$ cat src/rtl/pid_pkg.sv
package pid_pkg;

    // sample path: target, measurement, error and output share one width
    typedef logic signed [15:0] sample_t;

    // fixed-point gain, Q_BITS fraction bits
    typedef logic signed [15:0] gain_t;

    // gain register address, 0 = kp, 1 = ki, 2 and 3 ignored
    typedef logic [1:0] gain_addr_t;

    // full-width product before the fraction shift
    typedef logic signed [31:0] product_t;

    // consumer steps, one arithmetic operation each
    typedef enum logic [2:0] {
        IDLE,        // wait for a queued error
        ERROR_LOAD,  // error sum for the trapezoid
        PROP,        // proportional product
        INT_MUL,     // integral increment
        INT_ACC,     // integral accumulate and clamp
        OUTPUT       // final sum, clamp and strobe
    } core_state_t;

    localparam gain_addr_t ADDR_KP = 2'd0;
    localparam gain_addr_t ADDR_KI = 2'd1;

    localparam int      DEF_Q_BITS     = 13;   // 1.0 == 8192
    localparam sample_t DEF_LIM_MAX    = 16'sd4096;
    localparam sample_t DEF_LIM_MIN    = -16'sd4096;
    localparam int      DEF_FIFO_DEPTH = 4;    // power of two

endpackage

$ cat src/rtl/error_stream_if.sv
interface error_stream_if (
    input logic clk
);
    import pid_pkg::*;

    logic    push;        // producer strobe
    sample_t push_error;  // error being pushed
    logic    full;
    logic    pop;         // consumer strobe
    sample_t head_error;  // oldest queued error, valid while !empty
    logic    empty;

    modport producer (
        input  clk, full,
        output push, push_error
    );

    modport buffer (
        input  clk, push, push_error, pop,
        output full, empty, head_error
    );

    modport consumer (
        input  clk, head_error, empty,
        output pop
    );

endinterface

$ cat src/rtl/error_sampler.sv
module error_sampler (
    input  logic                 clk,
    input  logic                 rstb,
    input  logic                 sample,
    input  pid_pkg::sample_t     target,
    input  pid_pkg::sample_t     measurement,
    output logic                 overrun,
    error_stream_if.producer     stream
);
    import pid_pkg::*;

    sample_t error_next;
    logic    strobe_q;    // strobe taken at the last edge

    // subtraction wraps at the sample width
    assign error_next = target - measurement;

    // full is checked in the push cycle itself
    assign stream.push = strobe_q && !stream.full;
    assign overrun     = strobe_q && stream.full;  // dropped sample

    always_ff @(posedge clk or negedge rstb) begin
        if (!rstb) begin
            strobe_q <= 1'b0;
        end else begin
            strobe_q <= sample;              // one-cycle push per strobe
        end
    end

    always_ff @(posedge clk) begin
        if (sample) begin
            stream.push_error <= error_next;  // held until next strobe
        end
    end

endmodule

$ cat src/rtl/error_fifo.sv
module error_fifo #(
    parameter int FIFO_DEPTH = pid_pkg::DEF_FIFO_DEPTH
) (
    input  logic           clk,
    input  logic           rstb,
    error_stream_if.buffer stream
);
    import pid_pkg::*;

    localparam int AW = $clog2(FIFO_DEPTH);

    sample_t        mem [FIFO_DEPTH];
    logic  [AW:0]   wr_ptr;   // extra msb tells full from empty
    logic  [AW:0]   rd_ptr;
    logic           do_push;
    logic           do_pop;

    assign stream.empty = (wr_ptr == rd_ptr);
    assign stream.full  = (wr_ptr[AW] != rd_ptr[AW]) &&
                          (wr_ptr[AW-1:0] == rd_ptr[AW-1:0]);

    // show-ahead read
    assign stream.head_error = mem[rd_ptr[AW-1:0]];

    assign do_push = stream.push && !stream.full;
    assign do_pop  = stream.pop && !stream.empty;

    always_ff @(posedge clk or negedge rstb) begin
        if (!rstb) begin
            wr_ptr <= '0;
            rd_ptr <= '0;
        end else begin
            if (do_push) begin
                wr_ptr <= wr_ptr + 1'b1;
            end
            if (do_pop) begin
                rd_ptr <= rd_ptr + 1'b1;
            end
        end
    end

    always_ff @(posedge clk) begin
        if (do_push) begin
            mem[wr_ptr[AW-1:0]] <= stream.push_error;
        end
    end

endmodule

$ cat src/rtl/pi_core.sv
module pi_core #(
    parameter int               Q_BITS  = pid_pkg::DEF_Q_BITS,
    parameter pid_pkg::sample_t LIM_MAX = pid_pkg::DEF_LIM_MAX,
    parameter pid_pkg::sample_t LIM_MIN = pid_pkg::DEF_LIM_MIN
) (
    input  logic                 clk,
    input  logic                 rstb,
    input  logic                 write_enable,
    input  pid_pkg::gain_addr_t  reg_addr,
    input  pid_pkg::gain_t       reg_data,
    error_stream_if.consumer     stream,
    output pid_pkg::sample_t     out,
    output logic                 out_valid
);
    import pid_pkg::*;

    core_state_t state;

    gain_t    kp;
    gain_t    ki;
    sample_t  e_prev;    // history, cleared on gain write
    sample_t  integ;     // clamped integral

    sample_t  e_cur;
    sample_t  err_sum;   // e + e_prev, wraps like the error
    product_t p_term;
    product_t inc;
    logic     take;

    function automatic sample_t clamp(input product_t v);
        if (v > product_t'(LIM_MAX)) begin
            return LIM_MAX;
        end else if (v < product_t'(LIM_MIN)) begin
            return LIM_MIN;
        end
        return sample_t'(v);
    endfunction

    // gain write wins so a queued error is never lost
    assign take       = (state == IDLE) && !stream.empty && !write_enable;
    assign stream.pop = take;

    always_ff @(posedge clk or negedge rstb) begin
        if (!rstb) begin
            state     <= IDLE;
            kp        <= '0;
            ki        <= '0;
            e_prev    <= '0;
            integ     <= '0;
            out       <= '0;
            out_valid <= 1'b0;
        end else if (write_enable) begin
            case (reg_addr)
                ADDR_KP: kp <= reg_data;
                ADDR_KI: ki <= reg_data;
                default: ;               // no derivative gains
            endcase
            state     <= IDLE;           // abort in-flight work
            e_prev    <= '0;
            integ     <= '0;
            out       <= '0;
            out_valid <= 1'b0;
        end else begin
            out_valid <= 1'b0;
            case (state)
                IDLE: begin
                    if (take) begin
                        state <= ERROR_LOAD;
                    end
                end
                ERROR_LOAD: begin
                    e_prev <= e_cur;     // sum is taken this same edge
                    state  <= PROP;
                end
                PROP: begin
                    state <= INT_MUL;
                end
                INT_MUL: begin
                    state <= INT_ACC;
                end
                INT_ACC: begin
                    integ <= clamp(product_t'(integ) + inc);  // anti-windup
                    state <= OUTPUT;
                end
                OUTPUT: begin
                    out       <= clamp(p_term + product_t'(integ));
                    out_valid <= 1'b1;
                    state     <= IDLE;
                end
                default: state <= IDLE;
            endcase
        end
    end

    // datapath registers, sequenced by the state above
    always_ff @(posedge clk) begin
        if (take) begin
            e_cur <= stream.head_error;
        end
        case (state)
            ERROR_LOAD: err_sum <= e_cur + e_prev;
            PROP:       p_term  <= product_t'(kp * e_cur) >>> Q_BITS;
            INT_MUL:    inc     <= product_t'(ki * err_sum) >>> Q_BITS;
            default: ;
        endcase
    end

endmodule

$ cat src/rtl/pid_top.sv
module pid_top #(
    parameter int               Q_BITS     = pid_pkg::DEF_Q_BITS,
    parameter pid_pkg::sample_t LIM_MAX    = pid_pkg::DEF_LIM_MAX,
    parameter pid_pkg::sample_t LIM_MIN    = pid_pkg::DEF_LIM_MIN,
    parameter int               FIFO_DEPTH = pid_pkg::DEF_FIFO_DEPTH
) (
    input  logic                 clk,
    input  logic                 rstb,
    input  logic                 sample,        // take target and measurement
    input  pid_pkg::sample_t     target,
    input  pid_pkg::sample_t     measurement,
    input  logic                 write_enable,
    input  pid_pkg::gain_addr_t  reg_addr,
    input  pid_pkg::gain_t       reg_data,
    output pid_pkg::sample_t     out,
    output logic                 out_valid,
    output logic                 overrun        // sample dropped, fifo full
);

    error_stream_if stream (.clk(clk));

    error_sampler error_sampler_inst (
        .clk         (clk),
        .rstb        (rstb),
        .sample      (sample),
        .target      (target),
        .measurement (measurement),
        .overrun     (overrun),
        .stream      (stream.producer)
    );

    error_fifo #(
        .FIFO_DEPTH (FIFO_DEPTH)
    ) error_fifo_inst (
        .clk    (clk),
        .rstb   (rstb),
        .stream (stream.buffer)
    );

    pi_core #(
        .Q_BITS  (Q_BITS),
        .LIM_MAX (LIM_MAX),
        .LIM_MIN (LIM_MIN)
    ) pi_core_inst (
        .clk          (clk),
        .rstb         (rstb),
        .write_enable (write_enable),
        .reg_addr     (reg_addr),
        .reg_data     (reg_data),
        .stream       (stream.consumer),
        .out          (out),
        .out_valid    (out_valid)
    );

endmodule

$ cat config.mk
export PLATFORM = sky130hd
export DESIGN_NAME = pid_top
export DESIGN_NICKNAME = d
export VERILOG_FILES = /design/src/rtl/pid_pkg.sv /design/src/rtl/error_stream_if.sv /design/src/rtl/error_sampler.sv /design/src/rtl/error_fifo.sv /design/src/rtl/pi_core.sv /design/src/rtl/pid_top.sv
export SDC_FILE = /design/constraint.sdc
export NUM_CORES = 2
export LEC_CHECK = 0
export BUFFER_PORTS_ARGS = -buffer_cell sky130_fd_sc_hd__buf_2
export CAP_MARGIN = 20
export CELL_PAD_IN_SITES_DETAIL_PLACEMENT = 0
export CELL_PAD_IN_SITES_GLOBAL_PLACEMENT = 2
export CORE_ASPECT_RATIO = 1.25
export CORE_MARGIN = 4
export CORE_UTILIZATION = 47
export CTS_CLUSTER_DIAMETER = 100
export CTS_CLUSTER_SIZE = 20
export DETAILED_ROUTE_END_ITERATION = 8
export GPL_TIMING_DRIVEN = 1
export PLACE_DENSITY = 0.95
export SYNTH_ARGS = -nofsm -noshare
export SYNTH_HDL_FRONTEND = slang
export SYNTH_HIERARCHICAL = 1
export SYNTH_SLANG_ARGS = --single-unit
$ cat constraint.sdc
create_clock -name clk -period 12.47 [get_ports clk]
set_input_delay 0.6235 -clock clk [delete_from_list [all_inputs] [get_ports clk]]
set_output_delay 0.6235 -clock clk [all_outputs]
set_load 0.03 [all_outputs]
Word-level counts from Yosys, hierarchy flattened
Memory sizes are Yosys's and may differ from the RTL's. A register that Yosys moved wholly into a read port is not among the register bits.
Index checks and enable logic that the tools add are counted.

operators by class
  add/sub/neg operators = 6
  multipliers = 2
  div/mod/pow operators = 0
  order comparisons = 4
  equal/unequal tests = 10
  shifts and indexed selects = 0
  mux-type cells = 27
  bitwise gates (word level) = 0
  reductions and logical operators = 17

operators by type and width
  operator                                                                         number
  16-bit 2-to-1 mux                                                                12
  32-bit by 14-bit > comparator with 1-bit output (second input constant)          2
  32-bit by 13-bit less-than comparator with 1-bit output (second input constant)  2
  16-bit by 16-bit multiplier with 32-bit output                                   2
  16-bit by 19-bit adder with 20-bit output                                        1
  19-bit by 16-bit adder with 20-bit output                                        1
  16-bit adder                                                                     1
  16-bit subtractor                                                                1
  3-bit one-hot mux with 5 select lines                                            1
  1-bit 2-to-1 mux                                                                 12
  1-bit logical AND                                                                7
  3-bit by 1-bit adder with 3-bit output (second input constant)                   2
  3-bit by 2-bit == test with 1-bit output (second input constant)                 2
  3-bit == test (second input constant)                                            2
  3-bit 2-to-1 mux                                                                 2
  2-bit nonzero test                                                               3
  2-bit AND reduction                                                              2
  3-bit by 1-bit == test with 1-bit output (second input constant)                 1
  3-bit == test                                                                    1
  1-bit logical NOT                                                                3
  3-bit logical NOT                                                                1
  3-bit inequality test (second input constant)                                    1
  2-bit by 1-bit == test with 1-bit output (second input constant)                 1
  2-bit == test                                                                    1
  other kinds (2)                                                                  2

word-level totals
  register bits after elaboration = 161
  bits in latches = 0
  memory bits (writable) = 64
  memory bits (read-only) = 0
  input bits = 54
  output and inout port bits = 18
  memories kept = 1

memories
  memory               depth  width  rd ports  clocked after memory_dff  wr ports  line              source
  error_fifo_inst.mem  4      16     1         1                         1         error_fifo.sv:12  sample_t mem [FIFO_DEPTH];

Longest topological paths before layout
  depth in word-level cells = 9
  gate-level depth with buffers = 24

By module
Netlist, hierarchy kept.

by module, submodules not included
  module         times used  cells an instance  area each (um2)  seq. area each (um2)
  pi_core        1           2790               27087.2          4204.0
  error_fifo     1           132                2829.0           2072.0
  error_sampler  1           153                1431.4           505.5

Least setup slack after synthesis
No wires, ideal clock.

  path kind = register -> register
  start = reg pi_core_inst.e_cur[7], read port of error_fifo_inst.mem
  end = reg pi_core_inst.p_term[14] (data pin)
  library setup time = 0.258 ns
  arrival = 6.307 ns
  data required time = 12.212 ns
  slack = 5.905 ns
  stages on the path, launching flop included = 25
  path buffers = 2
  period minus slack after synthesis = 6.565 ns
  path through = edfxtp_1 clkbuf_1 clkbuf_1 nand2_1 fa_1 inv_1 fa_1 inv_1 fa_1 inv_1 fa_1 fa_1 inv_1 fa_1 inv_1 ha_1 a21o_1 a2111o_1 a21oi_1 o21ai_1 a2111o_1 and2_1 a211o_1 a21oi_1 xnor2_1

between the ends
  cells in the longest elaborated chain, start to end = 1

RTL lines
  item                                            line            source
  from (decl)                                     pi_core.sv:24   sample_t e_cur;
  16-bit by 16-bit multiplier with 32-bit output  pi_core.sv:102  PROP: p_term <= product_t'(kp * e_cur) >>> Q_BITS;
  to (signal assigned)                            pi_core.sv:102
  to (decl)                                       pi_core.sv:26   product_t p_term;

No other way between the ends.
A chain may end at the register's enable or synchronous reset.

Worst setup path after layout
Same ends and word-level chain as after synthesis.

==> reports/qor.txt <==
R2R Path End -> pi_core_inst/p_term[14]$_DFFE_PP_
die width -> 239.0 um
XOR/XNOR Fraction of Synth Area -> 0.03033
Synth area leaders -> fa_1 34%, edfxtp_1 14%, ha_1 9.2%
Slew Limit Fails -> 0
type of origin of the critical path -> flip-flop
CTS Buf Count -> 16
Max Fclk -> 139.7 MHz
crit path DAT -> 7.42 ns
CTS root buffer -> clkbuf_16
DP Area -> 32470 um2
grt total ovfl -> 0
status -> finished, final reports clean
slowest CP cell -> edfxtp_1
Post-DRT Antenna Nets -> 0
r2r startpoint -> pi_core_inst/e_cur[7]$_DFFE_PP_
cts-stage hold buffer count -> 0
Synth Area in Compound Gates -> 0.07268
total track usage -> 0.2174
Port Buf Inserts -> 71
commonest non-fill, non-tap cell in the layout -> inv_1
die height -> 296.7 um
initial core utilization -> 0.4763
Worst Setup End Kind -> flip-flop
syn nets -> 3886
# setup viols final -> 0
CP max stage delay -> 0.81 ns
most frequent CP cell -> fa_1
YS warnings -> 6
FF+latch count, synth -> 241
Fin Clk Skew -> 0.02753 ns
core box area -> 65820 um2
row cnt -> 105
layout cells sized above 1 -> 0.06300
worst slack, placed -> 5.381 ns
synthesized instance count -> 3075
Mapped Area -> 31350 um2
per-cell routed wire length -> 18.80 um
critical path class -> reg -> reg
share of the synthesized area in the top cell type -> 0.3359
# H-tree levels -> 1
TNS Setup -> 0 ns
largest net degree at the start of global routing -> 56
largest family of logic cells by synthesized area -> adder cells
Starting DRT DRC Count -> 1105
CTS tree -> built
FF-to-FF path depth -> 22
Fillers -> 6013
simple logic cell fraction of the synthesized area -> 0.1397
final WL -> 74310 um
setup ws final -> 5.314 ns
crit-path cells -> nand2_1 > fa_1 > inv_1 > fa_1 > inv_1 > fa_1 > inv_1 > fa_1 > fa_1 > inv_1 > fa_1 > inv_1 > ha_1 > a21o_1 > a2111o_1 > a21oi_1 > o21ai_1 > a2111o_1 > and2_1 > a211o_1 > a21oi_1 > xnor2_1
final-report hold violation count -> 0
synth unique cells -> 91
Yosys top cell by area -> fa_1
global-route wire length before repair -> 124400 um
DR DRC count -> 0
Reg area -> 6782 um2
synthesized-area fraction occupied by adder cells -> 0.4281
Avg Synthesized Cell Area -> 10.19 um2
total number of vias -> 21300
clock sinks -> 241
post-layout min period -> 7.156 ns
Area growth, synth to finish -> 5.181%
max_slew headroom -> 0.3280
ys flop type -> edfxtp_1
TritonRoute pass-1 iters -> 6
multi-input logic area -> 21820 um2
initial antenna violation count -> 1
Reg clk slew, reported paths -> 0.09 ns
CP required -> 12.73 ns
vias in the first global route -> 23770
type of the tightest min-delay check -> in -> async
sequential fraction of the synthesis area -> 0.2163
fin area -> 32970 um2
hpwl dp -> 60400 um
setup repair after global routing missed its margin -> no
Tcrit/Tclk final -> 0.5739
DIE AREA -> 70920 um2
Clock Latency Late Sink -> 0.53 ns
async set or reset register ratio after synthesis -> 0.3776
Max-Cap Viols -> 0
EDFF count, synth -> 150
crit-path max FO -> 18
Setup Buffers After CTS -> 0
Final nets -> 3897
Vias/cell -> 5.390
I/O pins -> 72
internal reg-to-reg setup slack -> 5.31 ns
Post-CTS Resized -> 0
most frequent cells in the layout -> 625 x inv_1, 526 x fa_1, 339 x nand2_1
RePlAce Congestion -> 0.9265
mux share of post-synthesis cell area -> 0.02431
clk buf depth -> 3
worst slew pin tran -> 1.007 ns
[metal layers]
metal | vias up | GRT usage | routed length, um
met3 | 156 | 0.01457 | 2473
met2 | 469 | 0.4072 | 40140
li1 | 9758 | - | -
met1 | 10920 | 0.2609 | 28420
met5 | - | 0 | 0
met4 | 0 | 0.07973 | 3269
[per-stage QoR]
step,std cells,util,hold slack (ns)
global placement,3921,0.4931,0.4635
finish,3952,0.5009,0.07337
global route,3951,0.5009,0.1113
floorplan,3075,-,0.3279
CTS,3950,0.5005,0.07970
detailed placement,3923,0.4934,0.4650
[registers in the layout (all words and copies together), names as in the netlist, 16 cells and up]
name,cells
pi_core_inst/e_cur,16
pi_core_inst/inc,19
pi_core_inst/err_sum,16
pi_core_inst/kp,16
error_fifo_inst/mem,64
pi_core_inst/out,16
error_sampler_inst/stream.push_error,16
pi_core_inst/ki,16
pi_core_inst/p_term,19
pi_core_inst/e_prev,16
pi_core_inst/integ,16
[logic make-up after synthesis]
logic type | after synthesis
buffers and inverters | 717
AND/OR/NAND/NOR | 872
multiplexers | 52
flip-flops | 241
adder cells (fa/ha/maj) | 757
AO/OA/AOI/OAI | 330
XOR/XNOR | 106
[cell usage after synthesis (15+ instances only)]
cell type,number
and2_1,254
a211oi_1,15
a21oi_1,98
mux2_2,33
nor3_1,35
xor2_1,31
mux4_2,16
nor2_1,88
a21o_1,28
and3_1,18
dfrtp_1,91
clkbuf_1,76
nand2b_1,19
o21a_1,15
nand2_1,339
o21ai_0,44
ha_1,231
edfxtp_1,150
nand3_1,39
fa_1,526
nor2b_1,15
xnor2_1,72
inv_1,625
[cell type report]
cell class | instances | share of cell area
multi-input combinational | 2117 | 0.6617
sequential | 241 | 0.2057
inverter | 626 | 0.07127
tap | 856 | 0.03248
timing repair buffer | 84 | 0.01453
clock buffer | 23 | 0.01305
clock inverter | 4 | 0.001176
antenna | 1 | 0.00007590
[how the worst max path moves through the flow]
stage	to	start	cells after the start	slack, ns
after floorplan	pi_core_inst/p_term[14]$_DFFE_PP_	pi_core_inst/e_cur[7]$_DFFE_PP_	24	5.91
after global placement	pi_core_inst/p_term[14]$_DFFE_PP_	pi_core_inst/e_cur[7]$_DFFE_PP_	22	5.45
after detailed placement	pi_core_inst/p_term[14]$_DFFE_PP_	pi_core_inst/e_cur[7]$_DFFE_PP_	22	5.38
after CTS	pi_core_inst/p_term[14]$_DFFE_PP_	pi_core_inst/e_cur[1]$_DFFE_PP_	20	5.35
after global routing	pi_core_inst/p_term[14]$_DFFE_PP_	pi_core_inst/e_cur[7]$_DFFE_PP_	22	5.05
final	pi_core_inst/p_term[14]$_DFFE_PP_	pi_core_inst/e_cur[7]$_DFFE_PP_	22	5.31
[worst max-delay path, delay by kind of cell (launching register included)]
family,cells,cell delay (ns)
flip-flops,1,0.81
buffers and inverters,5,0.26
adder cells (fa/ha/maj),7,3.31
AND/OR/NAND/NOR,2,0.39
XOR/XNOR,1,0.08
AO/OA/AOI/OAI,7,2.06
Power is not shown: default switching activity piles up to over one toggle a cycle in this logic, so the estimate is an artifact.
